**src/source/pit_pkg.sv**
```systemverilog
package pit_pkg;

	////////////////////////////////////////////////////////////
	// sizes

	localparam int PREFIX_BITS = 64;
	localparam int LEN_BITS = 7; // holds 0 to 64 leading bits
	localparam int INDEX_BITS = 6;
	localparam int TABLE_SLOTS = 1 << INDEX_BITS; // small on purpose so names collide
	localparam int INGRESS_DEPTH = 4;
	localparam int INGRESS_PTR_BITS = $clog2(INGRESS_DEPTH);
	localparam int OUTCOME_COUNT = 4;

	////////////////////////////////////////////////////////////
	// configuration map

	localparam int CFG_ADDR_BITS = 3;
	localparam int CFG_DATA_BITS = 32;
	localparam logic [CFG_ADDR_BITS-1:0] CFG_SALT = 3'd0;
	localparam logic [CFG_ADDR_BITS-1:0] CFG_INSERTED = 3'd1;
	localparam logic [CFG_ADDR_BITS-1:0] CFG_AGGREGATED = 3'd2;
	localparam logic [CFG_ADDR_BITS-1:0] CFG_SATISFIED = 3'd3;
	localparam logic [CFG_ADDR_BITS-1:0] CFG_REJECTED = 3'd4;

	////////////////////////////////////////////////////////////
	// types

	typedef struct packed {
		logic [PREFIX_BITS-1:0] prefix;
		logic [LEN_BITS-1:0] len;
	} pit_request_t;

	typedef enum logic {kind_interest, kind_data} pit_kind_e;

	typedef struct packed {
		pit_kind_e kind;
		pit_request_t request; // already masked to len
		logic [INDEX_BITS-1:0] index;
	} pit_lookup_t;

	// order matches the counter addresses minus one
	typedef enum logic [1:0] {
		outcome_inserted,
		outcome_aggregated,
		outcome_satisfied,
		outcome_rejected
	} pit_outcome_e;

	typedef struct packed {
		pit_kind_e kind;
		pit_outcome_e outcome;
		logic [INDEX_BITS-1:0] table_entry;
	} pit_result_t;

endpackage

```
**src/source/pit_prefix_hash.sv**
```systemverilog
module pit_prefix_hash (
	input logic clk,
	input logic reset,
	input logic pop_valid,
	input pit_pkg::pit_kind_e pop_kind,
	input pit_pkg::pit_request_t pop_request,
	input logic [pit_pkg::INDEX_BITS-1:0] salt,
	output logic lookup_valid,
	output pit_pkg::pit_lookup_t lookup
);
	import pit_pkg::*;

	logic [PREFIX_BITS-1:0] mask;
	logic [PREFIX_BITS-1:0] masked;
	logic [INDEX_BITS-1:0] fold;

	assign mask = ~({PREFIX_BITS{1'b1}} >> pop_request.len); // len of 64 shifts to all ones
	assign masked = pop_request.prefix & mask;

	// bit i lands in position i mod 6, so the short top chunk is zero-extended
	always_comb begin
		fold = '0;
		for (int i = 0; i < PREFIX_BITS; i++) begin
			fold[i % INDEX_BITS] ^= masked[i];
		end
	end

	always_ff @(posedge clk) begin
		if (reset) lookup_valid <= 1'b0;
		else lookup_valid <= pop_valid;
	end

	always_ff @(posedge clk) begin
		lookup.kind <= pop_kind;
		lookup.request <= '{prefix: masked, len: pop_request.len};
		lookup.index <= fold ^ salt;
	end

	assert property (@(posedge clk) disable iff (reset) pop_valid |-> pop_request.len <= PREFIX_BITS)
		else $error("prefix length %0d exceeds %0d", pop_request.len, PREFIX_BITS);

endmodule

```
**config.mk**
```make
export PLATFORM = sky130hd
export DESIGN_NAME = pit_prefix_hash
export DESIGN_NICKNAME = d
export VERILOG_FILES = /design/src/source/pit_pkg.sv /design/src/source/pit_prefix_hash.sv
export SDC_FILE = /design/constraint.sdc
export NUM_CORES = 1
export LEC_CHECK = 0
export ABC_AREA = 0
export BUFFER_PORTS_ARGS = -buffer_cell sky130_fd_sc_hd__buf_2
export CELL_PAD_IN_SITES_DETAIL_PLACEMENT = 1
export CELL_PAD_IN_SITES_GLOBAL_PLACEMENT = 1
export CORE_MARGIN = 2
export CORE_UTILIZATION = 30
export DETAILED_ROUTE_END_ITERATION = 12
export GPL_ROUTABILITY_DRIVEN = 0
export GPL_TIMING_DRIVEN = 1
export MAX_ROUTING_LAYER = met4
export PLACE_DENSITY = 0.78
export SLEW_MARGIN = 0
export SYNTH_ARGS = -nofsm -noshare
export SYNTH_HDL_FRONTEND = slang
export SYNTH_SLANG_ARGS = --single-unit
```
**constraint.sdc**
```tcl
create_clock -name clk -period 4.5 [get_ports clk]
set_input_delay 0.225 -clock clk [delete_from_list [all_inputs] [get_ports clk]]
set_output_delay 0.225 -clock clk [all_outputs]
set_load 0.05 [all_outputs]
```
==> key figures <==
Logic synthesis
  • Mapped cell area: 3480 um2
  • Yosys warnings: 0
  • Number of synthesized register bits: 79
  • Seq/Total Area, Yosys: 45.4%
  • Mux cell area share after synthesis: 1.44%
  • Synth Net Count: 435
  • XOR/XNOR Fraction of Synth Area: 13.9%
  • Syn Inst Count: 354
  • Complex-gate fraction of the synthesized area: 20.3%
  • Synth Area in Simple Gates: 13.5%
  • Post-synthesis adder-cell area fraction: 0%
  • Mapped Avg Cell Area: 9.84 um2
  • EDFF count, synth: 0
  • Asr flop ratio synth: 0%
  • Main synth FF type: dfxtp_1
  • Cell variety after synth: 55
  • Main combinational cell family by area after synthesis: compound AO/OA/AOI/OAI gates

Worst hold path
  • Type of the tightest min-delay check: in -> reg

Global routing
  • GR Overflow Total: 0
  • Initial antenna violation count: 1
  • GRT Total Usage: 19.6%
  • Vias in the first global route: 3402
  • Largest net degree at the start of global routing: 34
  • Global-route wire length before repair: 18.3 mm

Worst setup path
  • Setup CP Type: in -> reg
  • Worst-path maximum fanout: 33
  • Critical Path RT: 4.72 ns
  • Crit. End Element: flop
  • Startpoint types: primary input
  • Worst endpoint data arrival time: 2.44 ns

STA
  • Max-slew violations: 0
  • Peak Freq: 451 MHz
  • Worst setup margin: 2.28 ns
  • Tcrit/Tclk final: 49.3%
  • Final worst path period need: 2.22 ns
  • Slew Limit Headroom: 56.4%
  • TNS Setup: 0 ns
  • # setup viols final: 0
  • Worst Tran Pin Value: 0.654 ns
  • RSZ-0062 raised after global routing: false
  • Final hold slack: 0.0339 ns
  • Hold Vio Cnt, Final: 0

Route
  • Iteration-0 DRC Markers: 156
  • First-pass DRT Iterations: 4
  • Vias per Instance: 4.83
  • Post-DR wirelength/cell: 18.0 um
  • DRC Markers: 0
  • Total number of vias: 3148
  • Post-route ant nets: 0
  • Wire length after detailed routing: 11.7 mm

Power
  • Static leakage: 2.23 nW
  • PD cells: 472 nW/um2
  • VDD IR-drop max: 0.222 mV

Die
  • Num rows: 39
  • Die Y: 112 um
  • Die area: 12500 um2
  • Initial core utilization: 30.6%
  • Die Span X: 112 um
  • Core area: 11400 um2
  • IO Pins: 160

Layout
  • Most common cell after layout, fill and taps aside: buf_2
  • Post-route cell area: 4680 um2
  • Most frequent cells in the layout: buf_2 (159), dfxtp_1 (79), nor2_1 (25)
  • Final core utilization: 41.1%
  • Fill cells: 1349
  • Final net count: 584
  • Syn-to-layout area delta: 34.2%
  • Layout cells sized above 1: 36.4%

Clocking
  • Root Buffer: clkbuf_16
  • Num Clock Sinks: 79
  • CTS Buf Count: 9
  • Clk slew on worst S/H paths: 0.06 ns
  • TritonCTS clock tree: built
  • Longest Clk Path Bufs: 2
  • Post-cts resize count: 0
  • Postcts setup bufs: 0
  • Max H-tree Level: 3
  • Cts hold-fix bufs: 1

Placement
  • Pre-CTS WS: 1.90 ns
  • Dpl hpwl: 9.06 mm
  • DP Area: 4330 um2
  • IO Port Bufs: 159

Job
  • Max Cap Viol: 0

Outcome
  • Status: finished, final reports clean
==> final timing paths <==
path,slack [ns],startpoint,cells past startpoint,endpoint
worst max-delay path,2.28,pop_request[3],7,lookup[0]
worst min-delay path,0.03,reset,2,lookup_valid
==> stage by stage <==
stage / total power (W) / instances
6_report: 0.00221 / 652
5_1_grt: 0.00230 / 652
4_1_cts: 0.00223 / 651
3_5_place_dp: 0.00144 / 634
3_3_place_gp: 0.00143 / 634
2_1_floorplan: 0.00128 / 354
==> state kept, by name, summed over array words and instances (netlist names) <==
| signal | cells |
|---|---|
| lookup | 78 |
| lookup_valid | 1 |
==> where the power goes <==
part,switching (W),leakage [nW],internal [W]
combinational,0.000426,1.40,0.000204
clock,0.000282,0.165,0.000504
sequential,0.0000199,0.664,0.000772
==> area by class of cell <==
cell class                      count  area [um2]  area share, %
Multi-Input combinational cell    237        1710           36.7
Sequential cell                    79        1580           33.8
Timing Repair Buffer              161         813           17.4
Clock buffer                       14         294           6.29
Tap cell                          143         179           3.83
Inverter                           15        56.3           1.20
Clock inverter                      2        35.0          0.749
Antenna cell                        1        2.50         0.0535
==> cell usage after synthesis, drive strengths merged (7+ instances only) <==
cell | instances | area [um2]
a21boi | 15 | 120
a21oi | 21 | 105
and2 | 12 | 75.1
buf | 17 | 110
dfxtp | 79 | 1580
inv | 15 | 56.3
nand2 | 17 | 63.8
nor2 | 25 | 93.8
nor2b | 8 | 50.1
nor3 | 7 | 46.3
o21a | 13 | 97.6
o21ai | 21 | 105
xnor2 | 24 | 218
xor2 | 7 | 61.3
==> logic make-up (layout without fill, tap and decap cells) <==
kind of cell           after synthesis  after routing
AND/OR/NAND/NOR                     88             88
AO/OA/AOI/OAI                      104            104
buffers and inverters               38            192
XOR/XNOR                            40             40
multiplexers                         5              5
flip-flops                          79             79
other                                0              1
==> layer usage <==
| layer | vias up | GRT usage [%] | part of all wire [%] |
|---|---|---|---|
| met2 | 121 | 31.0 | 48 |
| li1 | 1531 | - | - |
| met4 | 0 | 6.34 | 2.3 |
| met1 | 1479 | 23.9 | 43 |
| met5 | - | - | 0 |
| met3 | 17 | 6.04 | 7.1 |
==> critical path, cell delays in order <==
cell and delay, ns:
buf_2 0.47, and2_1 0.27, nand2_1 0.09, a21boi_2 0.21
xor3_1 0.45, xnor3_1 0.37, xnor3_1 0.34
No activity file was read; power rests on OpenSTA's default activity.
