===== src/source/pit_pkg.sv =====
package pit_pkg;

	////////////////////////////////////////////////////////////
	// sizes

	localparam int PREFIX_BITS = 64;
	localparam int LEN_BITS = 7; // holds 0 to 64 leading bits
	localparam int INDEX_BITS = 6;
	localparam int TABLE_SLOTS = 1 << INDEX_BITS; // small on purpose so names collide
	localparam int INGRESS_DEPTH = 4;
	localparam int INGRESS_PTR_BITS = $clog2(INGRESS_DEPTH);
	localparam int OUTCOME_COUNT = 4;

	////////////////////////////////////////////////////////////
	// configuration map

	localparam int CFG_ADDR_BITS = 3;
	localparam int CFG_DATA_BITS = 32;
	localparam logic [CFG_ADDR_BITS-1:0] CFG_SALT = 3'd0;
	localparam logic [CFG_ADDR_BITS-1:0] CFG_INSERTED = 3'd1;
	localparam logic [CFG_ADDR_BITS-1:0] CFG_AGGREGATED = 3'd2;
	localparam logic [CFG_ADDR_BITS-1:0] CFG_SATISFIED = 3'd3;
	localparam logic [CFG_ADDR_BITS-1:0] CFG_REJECTED = 3'd4;

	////////////////////////////////////////////////////////////
	// types

	typedef struct packed {
		logic [PREFIX_BITS-1:0] prefix;
		logic [LEN_BITS-1:0] len;
	} pit_request_t;

	typedef enum logic {kind_interest, kind_data} pit_kind_e;

	typedef struct packed {
		pit_kind_e kind;
		pit_request_t request; // already masked to len
		logic [INDEX_BITS-1:0] index;
	} pit_lookup_t;

	// order matches the counter addresses minus one
	typedef enum logic [1:0] {
		outcome_inserted,
		outcome_aggregated,
		outcome_satisfied,
		outcome_rejected
	} pit_outcome_e;

	typedef struct packed {
		pit_kind_e kind;
		pit_outcome_e outcome;
		logic [INDEX_BITS-1:0] table_entry;
	} pit_result_t;

endpackage


===== src/source/pit_config.sv =====
module pit_config (
	input logic clk,
	input logic reset,
	input logic cfg_write,
	input logic [pit_pkg::CFG_ADDR_BITS-1:0] cfg_addr,
	input logic [pit_pkg::CFG_DATA_BITS-1:0] cfg_wdata,
	output logic [pit_pkg::CFG_DATA_BITS-1:0] cfg_rdata,
	output logic [pit_pkg::INDEX_BITS-1:0] salt,
	input logic result_valid,
	input pit_pkg::pit_result_t result
);
	import pit_pkg::*;

	logic [CFG_DATA_BITS-1:0] counters [OUTCOME_COUNT]; // indexed by outcome

	////////////////////////////////////////////////////////////
	// registers

	always_ff @(posedge clk) begin
		if (reset) begin
			salt <= '0;
		end else if (cfg_write && cfg_addr == CFG_SALT) begin
			salt <= cfg_wdata[INDEX_BITS-1:0]; // upper write bits are dropped
		end
	end

	// counters are read-only, so config writes never touch them
	always_ff @(posedge clk) begin
		if (reset) begin
			for (int i = 0; i < OUTCOME_COUNT; i++) begin
				counters[i] <= '0;
			end
		end else if (result_valid) begin
			counters[result.outcome] <= counters[result.outcome] + 1'b1;
		end
	end

	////////////////////////////////////////////////////////////
	// read port

	always_comb begin
		case (cfg_addr)
			CFG_SALT: cfg_rdata = CFG_DATA_BITS'(salt);
			CFG_INSERTED: cfg_rdata = counters[outcome_inserted];
			CFG_AGGREGATED: cfg_rdata = counters[outcome_aggregated];
			CFG_SATISFIED: cfg_rdata = counters[outcome_satisfied];
			CFG_REJECTED: cfg_rdata = counters[outcome_rejected];
			default: cfg_rdata = '0; // unused addresses
		endcase
	end

endmodule


===== config.mk =====
export PLATFORM = sky130hd
export DESIGN_NAME = pit_config
export DESIGN_NICKNAME = d
export VERILOG_FILES = /design/src/source/pit_pkg.sv /design/src/source/pit_config.sv
export SDC_FILE = /design/constraint.sdc
export NUM_CORES = 1
export LEC_CHECK = 0
export BUFFER_PORTS_ARGS = -buffer_cell sky130_fd_sc_hd__buf_2
export CORE_MARGIN = 2
export CORE_UTILIZATION = 59
export DETAILED_ROUTE_END_ITERATION = 8
export PLACE_DENSITY = 0.85
export SLEW_MARGIN = 20
export SYNTH_ARGS = -nofsm -noshare
export SYNTH_HDL_FRONTEND = slang
export SYNTH_SLANG_ARGS = --single-unit

===== constraint.sdc =====
create_clock -name clk -period 3.1 [get_ports clk]
set_input_delay 0.465 -clock clk [delete_from_list [all_inputs] [get_ports clk]]
set_output_delay 0.465 -clock clk [all_outputs]
set_load 0.01 [all_outputs]

==> metrics.md <==
| Metric | Value |
|---|---|
| Pre-antenna DRT Iters | 5 |
| TNS Setup | 0 ns |
| Syn Std Cell Area | 7547 um2 |
| CTS Root Cell | clkbuf_16 |
| Post-synthesis sequential element count | 134 |
| Post-Syn Nets | 672 |
| Routed Wire Length | 20.16 mm |
| Clock transition at the registers of the reported paths | 0.05 ns |
| Synth-to-Final Area Change | 15.72% |
| Status | finished, final reports clean |
| Total grt overflow | 0 |
| Crit path DAT | 3.03 ns |
| Max_cap viols | 0 |
| Clock Skew | 0.007007 ns |
| Clock Latency Late Sink | 0.42 ns |
| Worst vdd ir | 381.8 uV |
| Postcts setup bufs | 0 |
| Kind of critical path | in2reg |
| Hold depth | 3 |
| I/O Pins | 86 |
| Startpoint types | primary input |
| TritonCTS clock tree | done |
| Antenna-violating nets left | 0 |
| WP data required | 3.24 ns |
| Post-CTS resize count | 0 |
| Die ar. | 13710 um2 |
| Worst reg2reg startpoint | counters[1][1] |
| Cells after Synth | 623 |
| DRC | 0 |
| GPL Wtd Cong | 0.9052 |
| Yosys warns | 0 |
| Layout cells sized above 1 | 23.94% |
| Hold_ws | 0.2900 ns |
| IO Port Bufs | 52 |
| Num CTS Buffers | 17 |
| Power density over cell area | 513.4 nW/um2 |
| Avg Synthesized Cell Area | 12.11 um2 |
| Crit share post-route | 93.35% |
| Final Hold Vio Count | 0 |
| Slew Viols, Final | 0 |
| Most used DFF post-synth | edfxtp_1 |
| Cts-stage hold buffer count | 0 |
| Routed len/inst | 22.85 um |
| Fmax | 345.6 MHz |
| P_leak | 3.294 nW |
| GRT Util Overall | 30.98% |
| Leading cell type in the layout, fill and taps excluded | edfxtp_1 |
| Reg-to-reg slack, setup | 0.45 ns |
| # setup viols final | 0 |
| Multi-input gate area | 3319 um2 |
| Sink Count | 134 |
| Filler instances | 857 |
| Synth cell types | 51 |
| Largest net degree at the start of global routing | 27 |
| CP Capture Type | register |
| Number of synthesized flops with an enable pin | 128 |
| R2r worst-path depth | 6 |
| Tmin final | 2.894 ns |
| Maximum fanout along the worst path | 21 |
| Sequential Area | 3964 um2 |
| First-pass GRT wire length | 31.16 mm |
| HP Start | cfg_wdata[4] |
| RSZ-0062 raised after global routing | false |
| Die width | 117.1 um |
| Initial antenna violation count | 0 |
| Register area share after synthesis | 52.52% |
| Worst slew pin tran | 0.8245 ns |
| Endpoint, Worst Hold | salt[4] |
| Std-Cell Rows | 41 |
| Cells after DPL | 852 |
| Via-to-Cell Ratio | 6.972 |
| Hpwl dp | 13.11 mm |
| Clock Tree Buf Depth | 2 |
| Most frequent cells in the layout | 128 x edfxtp_1, 67 x nor2_1, 59 x a21oi_1 |
| Die H | 117.1 um |
| Post-synth ARST share | 0% |
| Initial DRC count | 713 |
| Final Non-Filler Cells | 882 |
| Normalized max-slew margin | 44.61% |
| Via count | 6149 |
| Starting density of the core | 60.05% |
| Worst min-delay path class | in2reg |
| Core area | 12570 um2 |
| Worst r2r dst | counters[1][26] |
| Htree depth | 4 |
| Fin nets | 748 |
| Diodes inserted | 0 |
| Number of global-route vias before repair | 5999 |
## worst max-delay path: stages
cell and delay, ns:
buf_2 0.46, mux4_2 0.36, ha_1 0.24, and4_1 0.53, nand4_1 0.30, o21ai_0 0.53
a21oi_1 0.13
## per-stage QoR
step                      cell area (um2)  worst slack, ns  total power [mW]  util [%]
after floorplan                      7547           0.2614             2.518         -
after global placement               8214         -0.04847             2.693     65.36
after detailed placement             8214          -0.1378             2.723     65.36
after CTS                            8733           0.2906             4.483     69.49
after global routing                 8733          0.01025             4.608     69.49
final                                8733           0.2062             4.483     69.49
## cell usage after synthesis, drive strengths merged (2+ instances only)
cell type	n	area (um2)
clkbuf	36	135.1
nor3b	4	30.03
nor2	67	251.5
and4	4	35.03
o311ai	12	105.1
xor2	4	35.03
and2	5	31.28
a221o	26	260.3
buf	13	110.1
nor4	8	65.06
o22ai	6	37.54
dfxtp	6	120.1
a22o	26	227.7
nand2b	11	68.82
mux2i	26	260.3
a31o	2	17.52
xnor2	4	35.03
or3	5	31.28
nand3	15	87.59
edfxtp	128	3844
inv	10	37.54
nor3	9	50.05
nor2b	4	25.02
nand2	33	123.9
mux2	2	22.52
and3	8	50.05
o31ai	7	52.55
mux4	31	739.5
a21oi	59	295.3
o21ai	9	45.04
nand4	24	150.1
or4	9	82.58
## worst max-delay path by stage
stage	from	end	slack (ns)	depth (start not counted)
2_1_floorplan	result[6]	counters[0][0]	0.26	7
4_1_cts	result[6]	counters[2][26]	0.29	8
3_3_place_gp	result[6]	counters[2][26]	-0.05	8
3_5_place_dp	result[6]	counters[2][26]	-0.14	8
5_1_grt	result[6]	counters[0][26]	0.01	8
6_report	result[7]	counters[1][26]	0.21	7
## cells by family (layout without fill, tap and decap cells)
family / count (synthesis) / after routing / synth area share, %
muxes: 59 / 59 / 13.54
DFF: 134 / 134 / 52.52
AOI/OAI and AO/OA: 151 / 151 / 14.21
and+or+nand+nor: 211 / 211 / 14.89
adders and majority gates: 1 / 1 / 0.1658
xor gates and xnor gates: 8 / 8 / 0.9283
buffers and inverters: 59 / 146 / 3.747
## final cells by class
| class | count | area share, % |
|---|---|---|
| inverters | 10 | 0.4298 |
| flip-flops and latches | 134 | 45.39 |
| repair buffers | 106 | 7.765 |
| clock buffers | 18 | 4.914 |
| multi-input cells | 430 | 38.01 |
| clock inverters | 12 | 1.032 |
| well taps | 172 | 2.464 |
## state kept, by name (all words and copies together), names as in the netlist
register	count
counters	128
salt	6
## metal layers
metal	GRT usage, %	wire (um)
met4	15.14	725
met1	39.57	7445
met2	49.79	9781
met5	0	0
met3	7.930	2204
## power by group
part	leakage, nW	internal, mW	switching [mW]	total [mW]
combinational	1.66	0.220	0.347	0.567
clock	0.252	1.07	0.708	1.78
sequential	1.38	2.09	0.0476	2.14
Power figures use the tool's default switching activity.
