## src/source/pit_pkg.sv

```systemverilog
package pit_pkg;

	////////////////////////////////////////////////////////////
	// sizes

	localparam int PREFIX_BITS = 64;
	localparam int LEN_BITS = 7; // holds 0 to 64 leading bits
	localparam int INDEX_BITS = 6;
	localparam int TABLE_SLOTS = 1 << INDEX_BITS; // small on purpose so names collide
	localparam int INGRESS_DEPTH = 4;
	localparam int INGRESS_PTR_BITS = $clog2(INGRESS_DEPTH);
	localparam int OUTCOME_COUNT = 4;

	////////////////////////////////////////////////////////////
	// configuration map

	localparam int CFG_ADDR_BITS = 3;
	localparam int CFG_DATA_BITS = 32;
	localparam logic [CFG_ADDR_BITS-1:0] CFG_SALT = 3'd0;
	localparam logic [CFG_ADDR_BITS-1:0] CFG_INSERTED = 3'd1;
	localparam logic [CFG_ADDR_BITS-1:0] CFG_AGGREGATED = 3'd2;
	localparam logic [CFG_ADDR_BITS-1:0] CFG_SATISFIED = 3'd3;
	localparam logic [CFG_ADDR_BITS-1:0] CFG_REJECTED = 3'd4;

	////////////////////////////////////////////////////////////
	// types

	typedef struct packed {
		logic [PREFIX_BITS-1:0] prefix;
		logic [LEN_BITS-1:0] len;
	} pit_request_t;

	typedef enum logic {kind_interest, kind_data} pit_kind_e;

	typedef struct packed {
		pit_kind_e kind;
		pit_request_t request; // already masked to len
		logic [INDEX_BITS-1:0] index;
	} pit_lookup_t;

	// order matches the counter addresses minus one
	typedef enum logic [1:0] {
		outcome_inserted,
		outcome_aggregated,
		outcome_satisfied,
		outcome_rejected
	} pit_outcome_e;

	typedef struct packed {
		pit_kind_e kind;
		pit_outcome_e outcome;
		logic [INDEX_BITS-1:0] table_entry;
	} pit_result_t;

endpackage

```

## src/source/pit_ingress.sv

```systemverilog
module pit_ingress (
	input logic clk,
	input logic reset,
	input logic interest_valid,
	input pit_pkg::pit_request_t interest,
	input logic data_valid,
	input pit_pkg::pit_request_t data,
	output logic interest_credit,
	output logic data_credit,
	output logic pop_valid,
	output pit_pkg::pit_kind_e pop_kind,
	output pit_pkg::pit_request_t pop_request
);
	import pit_pkg::*;

	// channel 0 carries interests, channel 1 carries data
	logic [1:0] push_valid;
	pit_request_t push_request [2];
	pit_request_t head_request [2];
	logic [1:0] not_empty;
	logic [1:0] pop;

	assign push_valid = {data_valid, interest_valid};
	assign push_request[0] = interest;
	assign push_request[1] = data;

	////////////////////////////////////////////////////////////
	// queues

	for (genvar ch = 0; ch < 2; ch++) begin : g_queue
		pit_request_t storage [INGRESS_DEPTH];
		logic [INGRESS_PTR_BITS-1:0] head;
		logic [INGRESS_PTR_BITS-1:0] tail;
		logic [INGRESS_PTR_BITS:0] count;

		always_ff @(posedge clk) begin
			if (reset) begin
				head <= '0;
				tail <= '0;
				count <= '0;
			end else begin
				if (push_valid[ch]) tail <= tail + 1'b1; // depth is a power of two
				if (pop[ch]) head <= head + 1'b1;
				count <= count + push_valid[ch] - pop[ch];
			end
		end

		always_ff @(posedge clk) begin
			if (push_valid[ch]) storage[tail] <= push_request[ch];
		end

		assign head_request[ch] = storage[head];
		assign not_empty[ch] = count != 0;

		// the sender only pushes while it holds a credit
		assert property (@(posedge clk) disable iff (reset) push_valid[ch] |-> count != INGRESS_DEPTH)
			else $error("push into full ingress queue %0d", ch);
	end

	////////////////////////////////////////////////////////////
	// data-first arbiter

	assign pop[1] = not_empty[1];
	assign pop[0] = not_empty[0] && !not_empty[1];

	always_ff @(posedge clk) begin
		if (reset) begin
			pop_valid <= 1'b0;
			interest_credit <= 1'b0;
			data_credit <= 1'b0;
		end else begin
			pop_valid <= |pop;
			interest_credit <= pop[0]; // one credit back per pop
			data_credit <= pop[1];
		end
	end

	always_ff @(posedge clk) begin
		pop_kind <= pop[1] ? kind_data : kind_interest;
		pop_request <= pop[1] ? head_request[1] : head_request[0];
	end

endmodule

```

## config.mk

```make
export PLATFORM = sky130hd
export DESIGN_NAME = pit_ingress
export DESIGN_NICKNAME = d
export VERILOG_FILES = /design/src/source/pit_pkg.sv /design/src/source/pit_ingress.sv
export SDC_FILE = /design/constraint.sdc
export NUM_CORES = 1
export LEC_CHECK = 0
export BUFFER_PORTS_ARGS = -buffer_cell sky130_fd_sc_hd__buf_2
export CAP_MARGIN = 20
export CORE_MARGIN = 4
export CORE_UTILIZATION = 50
export DETAILED_ROUTE_END_ITERATION = 7
export GPL_TIMING_DRIVEN = 0
export PLACE_DENSITY = 0.8
export SLEW_MARGIN = 25
export SYNTH_ARGS = -nofsm -noshare
export SYNTH_HDL_FRONTEND = slang
export SYNTH_SLANG_ARGS = --single-unit
```

## constraint.sdc

```tcl
create_clock -name clk -period 2.93 [get_ports clk]
set_input_delay 0.586 -clock clk [delete_from_list [all_inputs] [get_ports clk]]
set_output_delay 0.586 -clock clk [all_outputs]
set_load 0.01 [all_outputs]
```

==> impl_metrics.csv <==
group,metric,value,unit
setup_path,timing.critical_path.to,"g_queue[1].count[2]",
synth,postSynthNetCount,1299,
drt,route.detailed.wl_per_inst,23.27,µm
final_layout,area_delta_synth_final,17.85,%
power,swShare,27.50,%
placement,buffer_ports.inserted,219,
drt,detail-route-antenna-nets,0,
clock_network,clock-root-buffer,"clkbuf_16",
setup_path,highest_fanout_seen_on_the_critical_path,11,
synth,synth_cell_type_count,27,
setup_path,crit_arrival,3.13,ns
power,p_leak,9.861,nW
global_route,grt_use_total,19.46,%
drt,drt_pass_1_iters,5,
floorplanning,die_area,51070,µm²
clock_network,insertion_delay_of_the_later_clocked_pin_in_the_worst_skew_pair,0.61,ns
clock_network,cts_max_level,2,
clock_network,cts_setup_buffers,0,
timing,finalHoldViolCount,0,
drt,initialDrtViolationCount,927,
status,outcome,"complete, no violations",
power,power_report.internal_total,18.76,mW
timing,min_period_over_period,88.61,%
final_layout,final_cells,2097,
synth,netlist_instances,1139,
power,comb_power_share,24.1,%
floorplanning,die_h,226.0,µm
timing,layout_min_cycle_time,2.596,ns
setup_path,timing.rr.start,"g_queue[1].count[1]",
setup_path,rr_worst_depth,11,
timing,setup-violations-final,0,
synth,portion_of_the_post_synthesis_area_used_by_sequential_elements,79.62,%
setup_path,worst_ep_required_time,3.46,ns
power,power_frac_seq,44.6,%
setup_path,cp-start-kind,"register",
drt,drcViolationCount,0,
final_layout,design.final.nets,1593,
setup_path,setup.worst_path.end_class,"register",
setup_path,critical_path.startpoint,"g_queue[1].count[1]",
power,clock_power_share,31.2,%
placement,placed_instances,1977,
clock_network,ctsLongestPathBuffers,3,
power,ir_worst_vdd,0.6970,mV
final_layout,post_route_cells_drive_above_1_share,34.73,%
final_layout,seq_area,18920,µm²
power,cellPowerDensity,924.3,nW/µm²
final_layout,final_core_utilization,59.90,%
global_route,grt_first_pass_wirelength,74.44,mm
timing,rsz_0062_raised_after_global_routing,"no",
global_route,grt.overflow.total,0,
synth,synth_area,23760,µm²
drt,viasPerCell,5.467,
timing,timing.fmax,385.2,MHz
final_layout,multi_input_area,4491,µm²
placement,detailed_place_hpwl,31.44,mm
final_layout,final.fill_count,3316,
placement,gp_congestion,0.7182,
timing,tightest_slew,0.8706,ns
power,total_power,25.88,mW
timing,accumulated_negative_setup_slack,0,ns
setup_path,worstSetupPathType,"reg -> reg",
clock_network,cts-buffers-inserted,61,
drt,via_count,11470,
synth,syn-mean-instance-area,20.86,µm²
floorplanning,std_cell_rows,79,
clock_network,ctsResizeCount,0,
setup_path,reg2reg_slack,0.33,ns
synth,synth-seq-cells,661,
timing,timing.final.max_slew_violations,0,
power,p_sw,7.119,mW
synth,yosysWarnings,0,
clock_network,clkTransAtPathRegs,0.07,ns
clock_network,clock_tree_from_tritoncts,"yes",
global_route,first_global_vias,12350,
floorplanning,initial_core_util,50.82,%
job,maxCapViolCount,0,
clock_network,clock_sinks,661,
setup_path,critical_path.reg2reg.endpoint,"g_queue[1].count[2]",
global_route,grt_start_max_net_pins,41,
timing,post_route_worst_hold_slack,0.1820,ns
global_route,antenna_violations_before_repair,13,
floorplanning,fp.coreArea,46750,µm²
timing,final.setup_skew,0.03364,ns
drt,total_wire_length,48.79,mm
hold_path,min_path_type,"in -> reg",
clock_network,ctsHoldBuffers,0,
floorplanning,die_w,226.0,µm
floorplanning,ios,221,
timing,timing.slew.headroom,41.96,%
cell type report:
cell class                 instances  share of cell area, %
inverter                          13                 0.1743
clock inverter                    37                  1.586
antenna                            7                0.06255
clock buffer                      76                  5.835
tap                              607                  2.712
sequential                       661                  67.56
timing repair buffer             231                  4.879
buffer                            50                  1.157
multi-input combinational        415                  16.04
placed cells by master (no fill, tap or decap), types with 2 or more instances in the layout:
master,Yosys,routed
fa_1,2,2
nor2b_1,3,3
xor2_1,2,2
buf_4,2,2
nand2_1,213,213
a21oi_1,4,4
clkinv_4,0,4
mux2i_1,2,2
dfxtp_1,93,93
buf_2,19,238
xnor2_1,4,4
o31ai_1,2,2
clkbuf_1,8,19
diode_2,0,7
bufinv_16,0,9
ha_1,12,12
mux4_2,142,142
clkbuf_16,0,62
inv_1,12,12
buf_12,0,8
and2_4,0,8
buf_6,14,14
buf_16,0,4
nor2_1,11,11
nor3b_1,2,2
clkinv_2,0,13
clkinv_1,0,5
clkinvlp_4,0,4
clkbuf_8,0,3
nor3_1,3,3
buf_1,7,7
edfxtp_1,568,568
layer usage:
metal  wire length (µm)  track usage, %  vias to the layer above
met4               1438           6.935                       10
li1                   -               -                     5069
met5                 69               0                        -
met2              25750           33.74                      340
met3               2776           3.939                      103
met1              18750           24.65                     5943
cells by family (layout without fill, tap and decap cells):
kind of cell | count (synthesis) | count (layout) | synth area share, %
multiplexers | 144 | 144 | 13.54
AO/OA/AOI/OAI | 7 | 7 | 0.1685
adder cells (fa/ha/maj) | 14 | 14 | 0.8004
AND/OR/NAND/NOR | 244 | 244 | 4.081
buffers and inverters | 63 | 407 | 1.569
flip-flops | 661 | 661 | 79.62
other | 0 | 7 | 0
XOR/XNOR | 6 | 6 | 0.2212
per-stage QoR:
step | setup slack, ns | cell area [µm²]
2_1_floorplan | 0.2449 | 23760
3_3_place_gp | -1.428 | 25620
3_5_place_dp | 0.3342 | 25910
4_1_cts | 0.3126 | 27990
5_1_grt | 0.1341 | 28000
6_report | 0.3336 | 28000
critical path, cell delays in order, from the launching register on:
cell and delay (ns):
dfxtp_1 0.44, nor3_2 0.08, inv_2 0.14, clkbuf_1 0.46, ha_1 0.33, inv_1 0.05, ha_1 0.12, inv_1 0.05
fa_1 0.40, xor2_1 0.16, and2_1 0.15, nor3_1 0.13
Yosys cell counts (all sizes together):
master | number | area (µm²)
a21oi | 4 | 20.02
and2 | 9 | 56.30
buf | 42 | 294.0
clkbuf | 8 | 30.03
dfxtp | 93 | 1862
edfxtp | 568 | 17060
fa | 2 | 40.04
ha | 12 | 150.1
inv | 13 | 48.79
mux2i | 2 | 20.02
mux4 | 142 | 3198
nand2 | 213 | 799.5
nor2 | 11 | 41.29
nor2b | 3 | 18.77
nor3 | 4 | 25.02
nor3b | 2 | 15.01
o21ai | 1 | 5.000
o31ai | 2 | 15.01
or3 | 1 | 6.260
or4 | 1 | 7.510
xnor2 | 4 | 35.03
xor2 | 2 | 17.52
power by group through the flow:
stage	logic [mW]	clock network, mW	registers, mW
after floorplan	3.88	0	12.0
final	6.24	8.09	11.6
after global placement	6.19	0	11.8
after CTS	6.42	8.23	11.6
after detailed placement	6.35	0	11.8
after global routing	6.90	8.67	11.6
worst min-delay path by stage:
stage                       startpoint                        end  slack, ns  depth (start not counted)
floorplan           g_queue[0].head[1]                   register       0.45                          2
global placement    g_queue[0].head[1]                   register       0.46                          2
detailed placement  g_queue[0].head[1]         g_queue[0].head[1]       0.50                          2
CTS                           data[51]  g_queue[1].storage[3][51]       0.15                          1
global route                  data[51]  g_queue[1].storage[3][51]       0.16                          1
finish                    interest[62]  g_queue[0].storage[2][62]       0.18                          1
registers in the layout (all words and copies together) (netlist names), named ones only:
signal           flops
data_credit          1
g_queue.count        6
g_queue.head         4
g_queue.storage    568
g_queue.tail         4
interest_credit      1
pop_kind             1
pop_request         71
pop_valid            1
Note: power is estimated with default switching activity, not from simulation.
